<file path="src/include/robot_ctrl_settings.svh">
`ifndef ROBOT_CTRL_SETTINGS_SVH
`define ROBOT_CTRL_SETTINGS_SVH

// orange window on the 8-bit channels
`define ORANGE_R_MIN 8'd180
`define ORANGE_G_MIN 8'd60
`define ORANGE_G_MAX 8'd160
`define ORANGE_B_MAX 8'd90
// fewer orange pixels than this in a frame means no target
`define TARGET_MIN_PIXELS 6

// NEC command bytes of the remote
`define BTN_FWD    8'h1A
`define BTN_LEFT   8'h14
`define BTN_RIGHT  8'h18
`define BTN_STOP   8'h12
`define BTN_AUTO   8'h0F
`define BTN_SPEED1 8'h01
`define BTN_SPEED2 8'h02
`define BTN_SPEED3 8'h03

// minimum run lengths in NEC units of 562.5 us
`define NEC_LEADER_LOW_MIN  12
`define NEC_LEADER_HIGH_MIN 6
`define NEC_ONE_MIN         2

`define PWM_BITS 8
// 562.5 us at 50 MHz
`define IR_TICK_DIV_DEFAULT 28125

`endif
</file>
<file path="src/rtl/robot_ctrl_pkg.sv">
package robot_ctrl_pkg;

  // widths with a meaning
  typedef logic [7:0]  color_t;
  typedef logic [9:0]  col_t;
  typedef logic [17:0] count_t;
  typedef logic [7:0]  ir_code_t;
  // speed level, 0 to 3
  typedef logic [1:0]  speed_t;

  typedef enum logic [1:0] {
    dir_none,
    dir_left,
    dir_center,
    dir_right
  } direction_e;

  typedef enum logic [1:0] {
    mode_idle,
    mode_manual,
    mode_auto
  } drive_mode_e;

  typedef enum logic [1:0] {
    cmd_halt,
    cmd_forward,
    cmd_left,
    cmd_right
  } drive_cmd_e;

  // one pixel per cycle while valid, no stall
  typedef struct packed {
    logic   valid;
    // first pixel of a line
    logic   sol;
    // last pixel of the frame
    logic   eof;
    color_t r;
    color_t g;
    color_t b;
  } pixel_t;

  // single-cycle pulse per accepted NEC frame
  typedef struct packed {
    logic     valid;
    ir_code_t code;
  } ir_event_t;

  // single-cycle pulse per frame
  typedef struct packed {
    logic       valid;
    direction_e direction;
  } target_t;

  typedef struct packed {
    drive_mode_e mode;
    drive_cmd_e  cmd;
    speed_t      speed;
  } drive_t;

endpackage

</file>
<file path="src/rtl/robot_ctrl_top.sv">
`timescale 1ns/10ps
`include "robot_ctrl_settings.svh"

module robot_ctrl_top #(
  parameter int frame_w     = 640,
  parameter int ir_tick_div = `IR_TICK_DIV_DEFAULT
) (
  input  logic                    clk_50,
  input  logic                    arst_n,
  input  logic                    irda_rxd,
  input  robot_ctrl_pkg::pixel_t  pixel,
  output logic                    left_pwm,
  output logic                    right_pwm,
  output robot_ctrl_pkg::drive_t  drive,
  output robot_ctrl_pkg::target_t target
);

  // remote button pulses into the FSM
  robot_ctrl_pkg::ir_event_t ir_event;

  ir_nec_decoder #(
    .tick_div(ir_tick_div)
  ) u_ir_nec_decoder (
    .clk_50  (clk_50),
    .arst_n  (arst_n),
    .irda_rxd(irda_rxd),
    .ir_event(ir_event)
  );

  target_finder #(
    .frame_w(frame_w)
  ) u_target_finder (
    .clk_50(clk_50),
    .arst_n(arst_n),
    .pixel (pixel),
    .target(target)
  );

  drive_fsm u_drive_fsm (
    .clk_50  (clk_50),
    .arst_n  (arst_n),
    .ir_event(ir_event),
    .target  (target),
    .drive   (drive)
  );

  motor_pwm u_motor_pwm (
    .clk_50   (clk_50),
    .arst_n   (arst_n),
    .drive    (drive),
    .left_pwm (left_pwm),
    .right_pwm(right_pwm)
  );

endmodule

</file>
<file path="src/rtl/motor_pwm.sv">
`timescale 1ns/10ps
`include "robot_ctrl_settings.svh"

module motor_pwm (
  input  logic                   clk_50,
  input  logic                   arst_n,
  input  robot_ctrl_pkg::drive_t drive,
  output logic                   left_pwm,
  output logic                   right_pwm
);

  logic [`PWM_BITS-1:0] pwm_cnt;
  logic [`PWM_BITS-1:0] duty;
  logic                 run_left;
  logic                 run_right;
  logic [`PWM_BITS-1:0] duty_left_q;
  logic [`PWM_BITS-1:0] duty_right_q;

  // speed in quarters of the period
  assign duty = {drive.speed, {(`PWM_BITS - 2){1'b0}}};

  // a turn stops the inner wheel, idle stops both
  assign run_left  = (drive.mode != robot_ctrl_pkg::mode_idle) &&
                     (drive.cmd == robot_ctrl_pkg::cmd_forward ||
                      drive.cmd == robot_ctrl_pkg::cmd_right);
  assign run_right = (drive.mode != robot_ctrl_pkg::mode_idle) &&
                     (drive.cmd == robot_ctrl_pkg::cmd_forward ||
                      drive.cmd == robot_ctrl_pkg::cmd_left);

  always_ff @(posedge clk_50 or negedge arst_n) begin
    if (!arst_n) begin
      pwm_cnt      <= '0;
      duty_left_q  <= '0;
      duty_right_q <= '0;
    end else begin
      pwm_cnt <= pwm_cnt + 1'b1;
      // new duty from count 0 on
      if (&pwm_cnt) begin
        duty_left_q  <= run_left ? duty : '0;
        duty_right_q <= run_right ? duty : '0;
      end
    end
  end

  assign left_pwm  = (pwm_cnt < duty_left_q);
  assign right_pwm = (pwm_cnt < duty_right_q);

endmodule

</file>
<file path="src/rtl/drive_fsm.sv">
`timescale 1ns/10ps
`include "robot_ctrl_settings.svh"

module drive_fsm (
  input  logic                      clk_50,
  input  logic                      arst_n,
  input  robot_ctrl_pkg::ir_event_t ir_event,
  input  robot_ctrl_pkg::target_t   target,
  output robot_ctrl_pkg::drive_t    drive
);

  robot_ctrl_pkg::drive_mode_e mode_q;
  robot_ctrl_pkg::drive_cmd_e  cmd_q;
  robot_ctrl_pkg::speed_t      speed_q;

  always_ff @(posedge clk_50 or negedge arst_n) begin
    if (!arst_n) begin
      mode_q  <= robot_ctrl_pkg::mode_idle;
      cmd_q   <= robot_ctrl_pkg::cmd_halt;
      speed_q <= 2'd1;
    end else if (ir_event.valid) begin
      // remote has priority over the camera
      case (ir_event.code)
        `BTN_STOP: begin
          mode_q <= robot_ctrl_pkg::mode_idle;
          cmd_q  <= robot_ctrl_pkg::cmd_halt;
        end
        `BTN_AUTO: begin
          // stand still until the first target report
          mode_q <= robot_ctrl_pkg::mode_auto;
          cmd_q  <= robot_ctrl_pkg::cmd_halt;
        end
        `BTN_FWD: begin
          mode_q <= robot_ctrl_pkg::mode_manual;
          cmd_q  <= robot_ctrl_pkg::cmd_forward;
        end
        `BTN_LEFT: begin
          mode_q <= robot_ctrl_pkg::mode_manual;
          cmd_q  <= robot_ctrl_pkg::cmd_left;
        end
        `BTN_RIGHT: begin
          mode_q <= robot_ctrl_pkg::mode_manual;
          cmd_q  <= robot_ctrl_pkg::cmd_right;
        end
        // speed keys leave mode and command alone
        `BTN_SPEED1: speed_q <= 2'd1;
        `BTN_SPEED2: speed_q <= 2'd2;
        `BTN_SPEED3: speed_q <= 2'd3;
        default: begin
          // unknown key, nothing
        end
      endcase
    end else if (target.valid && mode_q == robot_ctrl_pkg::mode_auto) begin
      // steer toward the target
      case (target.direction)
        robot_ctrl_pkg::dir_center: cmd_q <= robot_ctrl_pkg::cmd_forward;
        robot_ctrl_pkg::dir_left:   cmd_q <= robot_ctrl_pkg::cmd_left;
        robot_ctrl_pkg::dir_right:  cmd_q <= robot_ctrl_pkg::cmd_right;
        // lost it, stop
        default:                    cmd_q <= robot_ctrl_pkg::cmd_halt;
      endcase
    end
  end

  assign drive = '{mode: mode_q, cmd: cmd_q, speed: speed_q};

endmodule

</file>
<file path="src/rtl/target_finder.sv">
`timescale 1ns/10ps
`include "robot_ctrl_settings.svh"

module target_finder #(
  parameter int frame_w = 640
) (
  input  logic                    clk_50,
  input  logic                    arst_n,
  input  robot_ctrl_pkg::pixel_t  pixel,
  output robot_ctrl_pkg::target_t target
);

  // region boundaries in columns
  localparam int left_end   = frame_w / 3;
  localparam int center_end = 2 * frame_w / 3;

  robot_ctrl_pkg::col_t       col_q;
  robot_ctrl_pkg::col_t       col;
  logic                       is_orange;
  logic                       in_left;
  logic                       in_center;
  logic                       hit_left;
  logic                       hit_center;
  logic                       hit_right;
  robot_ctrl_pkg::count_t     cnt_left;
  robot_ctrl_pkg::count_t     cnt_center;
  robot_ctrl_pkg::count_t     cnt_right;
  robot_ctrl_pkg::count_t     sum_left;
  robot_ctrl_pkg::count_t     sum_center;
  robot_ctrl_pkg::count_t     sum_right;
  logic [19:0]                total;
  logic                       frame_end;
  robot_ctrl_pkg::direction_e dir_next;
  robot_ctrl_pkg::direction_e dir_q;
  logic                       valid_q;

  // sol pixel is column 0
  assign col = pixel.sol ? '0 : col_q;

  always_ff @(posedge clk_50 or negedge arst_n) begin
    if (!arst_n) begin
      col_q <= '0;
    end else if (pixel.valid) begin
      col_q <= col + 1'b1;
    end
  end

  assign is_orange = (pixel.r >= `ORANGE_R_MIN) &&
                     (pixel.g >= `ORANGE_G_MIN) && (pixel.g <= `ORANGE_G_MAX) &&
                     (pixel.b <= `ORANGE_B_MAX);

  assign in_left    = (col < robot_ctrl_pkg::col_t'(left_end));
  assign in_center  = (col < robot_ctrl_pkg::col_t'(center_end));
  assign hit_left   = pixel.valid & is_orange & in_left;
  assign hit_center = pixel.valid & is_orange & ~in_left & in_center;
  assign hit_right  = pixel.valid & is_orange & ~in_center;

  // counts including the current pixel
  assign sum_left   = cnt_left + robot_ctrl_pkg::count_t'(hit_left);
  assign sum_center = cnt_center + robot_ctrl_pkg::count_t'(hit_center);
  assign sum_right  = cnt_right + robot_ctrl_pkg::count_t'(hit_right);
  // wider than one count, a full frame can pass 18 bits
  assign total      = 20'(sum_left) + 20'(sum_center) + 20'(sum_right);
  assign frame_end  = pixel.valid & pixel.eof;

  // center wins ties, then left
  always_comb begin
    if (total < 20'(`TARGET_MIN_PIXELS)) begin
      dir_next = robot_ctrl_pkg::dir_none;
    end else if (sum_center >= sum_left && sum_center >= sum_right) begin
      dir_next = robot_ctrl_pkg::dir_center;
    end else if (sum_left >= sum_right) begin
      dir_next = robot_ctrl_pkg::dir_left;
    end else begin
      dir_next = robot_ctrl_pkg::dir_right;
    end
  end

  always_ff @(posedge clk_50 or negedge arst_n) begin
    if (!arst_n) begin
      cnt_left   <= '0;
      cnt_center <= '0;
      cnt_right  <= '0;
      valid_q    <= 1'b0;
    end else begin
      valid_q <= frame_end;
      if (frame_end) begin
        // next frame may start right away
        cnt_left   <= '0;
        cnt_center <= '0;
        cnt_right  <= '0;
      end else begin
        cnt_left   <= sum_left;
        cnt_center <= sum_center;
        cnt_right  <= sum_right;
      end
    end
  end

  always_ff @(posedge clk_50) begin
    if (frame_end) begin
      dir_q <= dir_next;
    end
  end

  assign target = '{valid: valid_q, direction: dir_q};

endmodule

</file>
<file path="src/rtl/ir_nec_decoder.sv">
`timescale 1ns/10ps
`include "robot_ctrl_settings.svh"

module ir_nec_decoder #(
  parameter int tick_div = `IR_TICK_DIV_DEFAULT
) (
  input  logic                      clk_50,
  input  logic                      arst_n,
  input  logic                      irda_rxd,
  output robot_ctrl_pkg::ir_event_t ir_event
);

  localparam int tick_w = $clog2(tick_div + 1);

  typedef enum logic [1:0] {
    st_idle,
    st_leader,
    st_bits,
    st_stop
  } nec_state_e;

  logic [1:0]               sync_q;
  logic                     rxd_d;
  logic                     rise;
  logic                     fall;
  logic [tick_w-1:0]        tick_cnt;
  logic                     tick;
  logic [4:0]               run_units;
  logic                     run_sat;
  nec_state_e               state;
  logic [4:0]               bit_cnt;
  logic [31:0]              shift_q;
  logic                     frame_ok;
  logic                     evt_valid_q;
  robot_ctrl_pkg::ir_code_t evt_code_q;

  // two-flop sync, receiver idles high
  always_ff @(posedge clk_50 or negedge arst_n) begin
    if (!arst_n) begin
      sync_q <= 2'b11;
      rxd_d  <= 1'b1;
    end else begin
      sync_q <= {sync_q[0], irda_rxd};
      rxd_d  <= sync_q[1];
    end
  end

  // rise ends a carrier burst, fall ends a space
  assign rise = sync_q[1] & ~rxd_d;
  assign fall = ~sync_q[1] & rxd_d;

  assign tick    = (tick_cnt == tick_w'(tick_div - 1));
  assign run_sat = &run_units;

  // run length in units, restarted on every edge
  always_ff @(posedge clk_50 or negedge arst_n) begin
    if (!arst_n) begin
      tick_cnt  <= '0;
      run_units <= '0;
    end else if (rise || fall) begin
      // edge cycle is already the first cycle of the new run
      tick_cnt  <= tick_w'(1);
      run_units <= '0;
    end else begin
      tick_cnt <= tick ? '0 : tick_cnt + 1'b1;
      if (tick && !run_sat) begin
        run_units <= run_units + 1'b1;
      end
    end
  end

  // address vs inverse, command vs inverse
  assign frame_ok = (shift_q[7:0] == ~shift_q[15:8]) &&
                    (shift_q[23:16] == ~shift_q[31:24]);

  always_ff @(posedge clk_50 or negedge arst_n) begin
    if (!arst_n) begin
      state       <= st_idle;
      bit_cnt     <= '0;
      evt_valid_q <= 1'b0;
    end else begin
      evt_valid_q <= 1'b0;
      if (state != st_idle && run_sat) begin
        // run far too long, frame is broken
        state <= st_idle;
      end else begin
        case (state)
          st_idle: begin
            if (rise && run_units >= 5'(`NEC_LEADER_LOW_MIN)) begin
              state <= st_leader;
            end
          end
          st_leader: begin
            // short space here is a repeat code, dropped
            if (fall) begin
              bit_cnt <= '0;
              state   <= (run_units >= 5'(`NEC_LEADER_HIGH_MIN)) ? st_bits : st_idle;
            end
          end
          st_bits: begin
            if (fall) begin
              bit_cnt <= bit_cnt + 1'b1;
              if (bit_cnt == 5'd31) begin
                state <= st_stop;
              end
            end
          end
          default: begin
            // end of closing burst
            if (rise) begin
              evt_valid_q <= frame_ok;
              state       <= st_idle;
            end
          end
        endcase
      end
    end
  end

  // lsb first, bit value from the space length
  always_ff @(posedge clk_50) begin
    if (state == st_bits && fall) begin
      shift_q <= {(run_units >= 5'(`NEC_ONE_MIN)), shift_q[31:1]};
    end
    if (state == st_stop && rise) begin
      evt_code_q <= shift_q[23:16];
    end
  end

  assign ir_event = '{valid: evt_valid_q, code: evt_code_q};

endmodule

</file>
<file path="config.mk">
export PLATFORM = sky130hd
export DESIGN_NAME = robot_ctrl_top
export DESIGN_NICKNAME = d
export VERILOG_FILES = /design/src/rtl/robot_ctrl_pkg.sv /design/src/rtl/robot_ctrl_top.sv /design/src/rtl/motor_pwm.sv /design/src/rtl/drive_fsm.sv /design/src/rtl/target_finder.sv /design/src/rtl/ir_nec_decoder.sv
export VERILOG_INCLUDE_DIRS = /design/src /design/src/include
export SDC_FILE = /design/constraint.sdc
export NUM_CORES = 1
export LEC_CHECK = 0
export BUFFER_PORTS_ARGS = -buffer_cell sky130_fd_sc_hd__buf_2
export CAP_MARGIN = 20
export CORE_AREA = 5 5 133 135
export DETAILED_ROUTE_END_ITERATION = 8
export DIE_AREA = 0 0 138 140
export GPL_TIMING_DRIVEN = 0
export PLACE_DENSITY = 0.91
export SYNTH_ARGS = -nofsm -noshare
export SYNTH_HDL_FRONTEND = slang
export SYNTH_SLANG_ARGS = --single-unit
</file>
<file path="constraint.sdc">
create_clock -name clk_50 -period 14.2 [get_ports clk_50]
set_input_delay 2.84 -clock clk_50 [delete_from_list [all_inputs] [get_ports clk_50]]
set_output_delay 2.84 -clock clk_50 [all_outputs]
set_load 0.03 [all_outputs]
</file>
# After elaboration in Yosys (flattened, before gate mapping)
# Index checks and enable logic that the tools add are counted.
# totals
input_bits,30
ram_bits,0
out_inout_bits,11
word_cells,160
memories,0
ff_bits,168
romBits,0
latch_bits,0
# classes
n_shift,0
n_reduce_logical,37
n_mul,0
n_eq_ne,29
addsub,10
order_cmp,15
mux,32
bitwise,15
div_mod_pow,0
# ops
cell,n
18-bit by 1-bit adder with 18-bit output,3
18-bit greater-or-equal comparator,3
18-bit 2-to-1 mux,3
8-bit by 5-bit == test with 1-bit output (second input constant),4
15-bit 2-to-1 mux,2
2-bit one-hot mux with 3 select lines,4
2-bit 2-to-1 mux,11
20-bit by 18-bit adder with 20-bit output,1
20-bit by 3-bit < comparator with 1-bit output (second input constant),1
5-bit 2-to-1 mux,4
18-bit by 18-bit adder with 19-bit output,1
8-bit by 2-bit == test with 1-bit output (second input constant),2
8-bit == test,2
8-bit < comparator,2
8-bit 2-to-1 mux,2
8-bit NOT,2
15-bit by 1-bit adder with 15-bit output (second input constant),1
15-bit == test (second input constant),1
2-bit == test (second input constant),7
1-bit logical AND,13
3-bit by 1-bit inequality test with 1-bit output (second input constant),4
10-bit by 1-bit adder with 10-bit output (second input constant),1
5-bit by 1-bit adder with 5-bit output (second input constant),2
10-bit by 8-bit < comparator with 1-bit output (second input constant),1
33 further kinds,61

# Depth between registers and ports, before layout
# depth
depth_word,12
mapped_depth,35
ltp_nobuf,33

# Modules after synthesis
# A second synthesis with hierarchy kept.
# hier_totals
cells_unflattened,1026
area_unflattened_um2,10276.1
# by_module_without_submodules
mod,area_each_um2,cells_per_inst,seq_area_each_um2,n_inst
target_finder,6107.1,697,1686.6,1
ir_nec_decoder,3110.5,229,1980.6,1
motor_pwm,621.8,54,300.3,1
drive_fsm,436.7,46,151.4,1

# Worst setup path after synthesis
# No wires, ideal clock.
# synth_path
kind,input to register
from,input pixel[25] in the netlist's numbering
to,"register u_target_finder.dir_q[0], data pin"
required_time_ps,13935
setup_time_ps,265
n_path_buf,2
t_arrival_ps,8552
setup_slack_ps,5383
path_stages,32
cell_sequence,clkbuf_1 clkbuf_1 nand2b_1 ha_1 inv_1 a21oi_1 o21ai_0 a31oi_1 nor4b_1 ha_1 ha_1 nand3_1 xor2_1 inv_1 ha_1 o21a_1 nor2_1 o31ai_1 o41ai_2 o21bai_1 a221o_1 a21oi_1 xnor2_1 ha_1 or4_4 a2111oi_4 o2111ai_1 nor4_1 nand4_1 nor4_2 nor4b_4 a21boi_1
# synth_via
elab_chain_len,10
elab_cells_between_ends,19
classes_between,add/sub: 5; order compare: 5; mux: 1; bitwise: 6; reduce/logical: 2
# synth_lines
element,line_no,text
from (decl),robot_ctrl_top.sv:11,"input robot_ctrl_pkg::pixel_t pixel,"
10-bit 2-to-1 mux *,target_finder.sv:38,assign col = pixel.sol ? '0 : col_q;
10-bit by 8-bit < comparator with 1-bit output,target_finder.sv:52,assign in_left = (col < robot_ctrl_pkg::col_t'(left_end));
1-bit NOT,target_finder.sv:55,assign hit_center = pixel.valid & is_orange & ~in_left & in_center;
1-bit AND (2 in a row),target_finder.sv:55,
18-bit by 1-bit adder with 18-bit output,target_finder.sv:60,assign sum_center = cnt_center + robot_ctrl_pkg::count_t'(hit_center);
18-bit by 18-bit adder with 19-bit output,target_finder.sv:63,assign total = 20'(sum_left) + 20'(sum_center) + 20'(sum_right);
20-bit by 18-bit adder with 20-bit output,target_finder.sv:63,
20-bit by 3-bit < comparator with 1-bit output,target_finder.sv:68,if (total < 20'(`TARGET_MIN_PIXELS)) begin
2-bit OR reduction (no source line) *,n/a,
to (signal assigned),target_finder.sv:102,dir_q <= dir_next;
to (decl),target_finder.sv:34,robot_ctrl_pkg::direction_e dir_q;
# Mark *: on every way between the ends. The rest lies on a longest branch, timed or not.
# A chain may end at the register's enable or synchronous reset.

# Final worst setup path
# layout_path
from,input pixel[25] in the netlist's numbering
to,"register u_target_finder.dir_q[1], data pin"
# layout_via
elab_chain_len,9
elab_cells_between_ends,21
classes_between,add/sub: 5; order compare: 6; mux: 3; bitwise: 6; reduce/logical: 1
# layout_lines
element,line_no
10-bit 2-to-1 mux *,target_finder.sv:38
10-bit by 8-bit < comparator with 1-bit output,target_finder.sv:52
1-bit NOT,target_finder.sv:55
1-bit AND (2 in a row),target_finder.sv:55
18-bit by 1-bit adder with 18-bit output,target_finder.sv:60
18-bit by 18-bit adder with 19-bit output or 18-bit greater-or-equal comparator (tied branches),"target_finder.sv:63, target_finder.sv:70"
20-bit by 18-bit adder with 20-bit output or 1-bit logical AND (tied branches),"target_finder.sv:63, target_finder.sv:70"
20-bit by 3-bit < comparator with 1-bit output or 2-bit 2-to-1 mux (tied branches),"target_finder.sv:68, target_finder.sv:70"
# Marked as above.

==> reports/results.ini <==
[timing]
slew-limit-headroom_pct=50.5
finalHoldViolations=0
rsz0062_at_grt=false
finalSetupTns_ps=0
fin_crit_ps=9740
setup_viol=0
slew_viol_final=0
timing.final.crit_share_pct=68.6
worst_slew_pin_slew_ps=742
clock_skew_ps=10.7
fin_ws_ps=4460
fmax_mhz=103

[routing]
vias=8443
drc=0
drt_iter0_drc=732
drtAntennaViolNets=0
wirelength_mm=24.0
viasPerCell=6.05
dr.pass1.iters=5
wl_per_cell_um=17.2

[setup_path]
crit_fanout=10
critPathLaunchType=primary input
path_depth=30
r2r-end=u_target_finder.dir_q[1]
r2r_start=u_target_finder.col_q[1]
worstPathArrival_ps=9900
path_class=in -> reg
reg2reg_depth=28
required_ps=14360
cp_top_family=compound AO/OA/AOI/OAI gates
crit_slowest_cell=o21ai_0
max_stage_delay_ps=440
worst-path-buf-inv=4
timing.reg2reg.setup_slack_ps=7020
cpMostUsedCell=ha_1
crit_path_end_kind=flop

[cts]
cts_buffer_depth=2
cts_hold_buf=0
clk_pin_slew_ps=70
clkSinkCount=156
insertion_delay_ps=430
cts_tree=done
clockRootBuffer=clkbuf_16
h-tree-depth=4
postCtsSetupBuffers=0
cts_buffers=17
cts.repair.resized=0

[synthesis]
synth_area_per_cell_um2=9.40
synth_compound_area_share_pct=13.2
synth_xor_area_share_pct=9.51
synth_cell_types=74
synth_flop_cell=dfrtp_1
yosysWarnings=0
synth.largest_area_cell=dfrtp_1
synth_nets=1248
synth.area.mux_share_pct=0.915
syn_inst=1105
synth-edff-count=42
async_flop_share_pct=73.1
synth_top_area_share_pct=26.5
synth_seq_area_share_pct=39.6
synthAdderAreaFrac_pct=13.8
yosys-top-cells-area=dfrtp_1, ha_1, edfxtp_1
post-synth-top-count-cell=nor2_1
synth_top_family_by_area=simple AND/OR/NAND/NOR gates
synth-simple-area-share_pct=18.8
ys_ff_latch=156
netlist_area_um2=10400
yosys-top-cells-count=nor2_1, ha_1, dfrtp_1, inv_1, nand2_1

[power_and_ir_drop]
totalPowerFinal_uw=954
ir_worst_vdd_v=0.0000821
leakagePower_uw=0.00527
p_per_area_nw_per_um2=83.2

[min_path]
min_to=u_ir_nec_decoder.sync_q[1]
hold_path_class=reg -> reg
holdPathStages=0
min_from=u_ir_nec_decoder.sync_q[0]

[die]
start_util_pct=63.5
ios=41
die_h_um=140
die_x_um=138
die_area_um2=19300
row_count=47
core_area_um2=16300

[placed_design]
port_buffers=36
place_hpwl_mm=16.9
gp_congestion=0.971
dpl_cell_area_um2=10900
dp_slack_ps=4290

[grt]
grt_max_degree=59
grt_pass1_wl_mm=39.7
grt_pass1_vias=8296
antenna_found_initial=0
track_usage_pct=24.7
grt_overflow=0

[cells_and_area]
design_area_um2=11500
layout.nets=1305
drive_gt1_share_pct=8.00
area_growth_pct=10.4
insertedDiodeCount=0

[job]
max_cap_violations=0

[status]
status=completed

==> state kept, by name, indices dropped and copies added, names as in the netlist, 5 cells and up <==
signal and flops:
u_ir_nec_decoder.shift_q 32, u_target_finder.cnt_center 18, u_target_finder.cnt_left 18, u_target_finder.cnt_right 18
u_ir_nec_decoder.tick_cnt 15, u_target_finder.col_q 10, u_ir_nec_decoder.evt_code_q 8, u_motor_pwm.pwm_cnt 8
u_ir_nec_decoder.bit_cnt 5, u_ir_nec_decoder.run_units 5
==> per-stage QoR <==
step / instances / hold slack [ps] / utilization (%)
floorplan: 1105 / 345 / -
global placement: 1361 / 347 / 66.3
detailed placement: 1363 / 348 / 66.7
CTS: 1395 / 357 / 70.2
global route: 1395 / 365 / 70.2
finish: 1395 / 356 / 70.2
==> report_power, final <==
part | total (uW) | internal (uW) | switching (uW) | leakage [uW]
Clock | 439 | 244 | 195 | 0.000274
Sequential | 474 | 466 | 7.83 | 0.00179
Combinational | 40.7 | 15.0 | 25.7 | 0.00320
Total | 954 | 725 | 229 | 0.00527
==> final cells by class <==
cell class	count	area (um^2)
flip-flops and latches	156	4120
plain buffers	23	95.1
multi-input cells	836	5840
clock inverters	15	144
fillers	1137	4880
repair buffers	38	238
clock buffers	17	425
well taps	220	275
inverters	90	338
==> cell families (layout without fill, tap and decap cells) <==
kind of cell,count (synthesis),in the layout
xor gates and xnor gates,112,112
and+or+nand+nor,399,399
DFF,156,156
muxes,9,9
adders and majority gates,113,113
buffers and inverters,113,183
AOI/OAI and AO/OA,203,203
==> worst max-delay path by stage <==
stage | startpoint | endpoint | slack (ps)
final | pixel[25] | u_target_finder.dir_q[1] | 4460
after CTS | pixel[25] | u_target_finder.dir_q[1] | 4620
after detailed placement | pixel[25] | u_target_finder.dir_q[0] | 4290
after global routing | pixel[25] | u_target_finder.dir_q[1] | 3730
after global placement | pixel[25] | u_target_finder.dir_q[0] | 4370
after floorplan | pixel[25] | u_target_finder.dir_q[0] | 5380
==> per-layer routing <==
| layer | global-route usage (%) | wire, um |
|---|---|---|
| met5 | 0 | 0 |
| met4 | 9.36 | 681 |
| met3 | 4.33 | 1410 |
| met2 | 42.9 | 11900 |
| met1 | 31.1 | 10100 |
==> cells in the final DEF (no fill, tap or decap), types with 39 or more instances in the layout <==
cell type / instances
inv_1: 90
nor2_1: 125
nand3_1: 52
o21ai_0: 42
nand2_1: 83
xor2_1: 44
buf_2: 39
edfxtp_1: 42
xnor2_1: 67
dfrtp_1: 110
a21oi_1: 55
ha_1: 111
(Power assumes the default switching activity.)
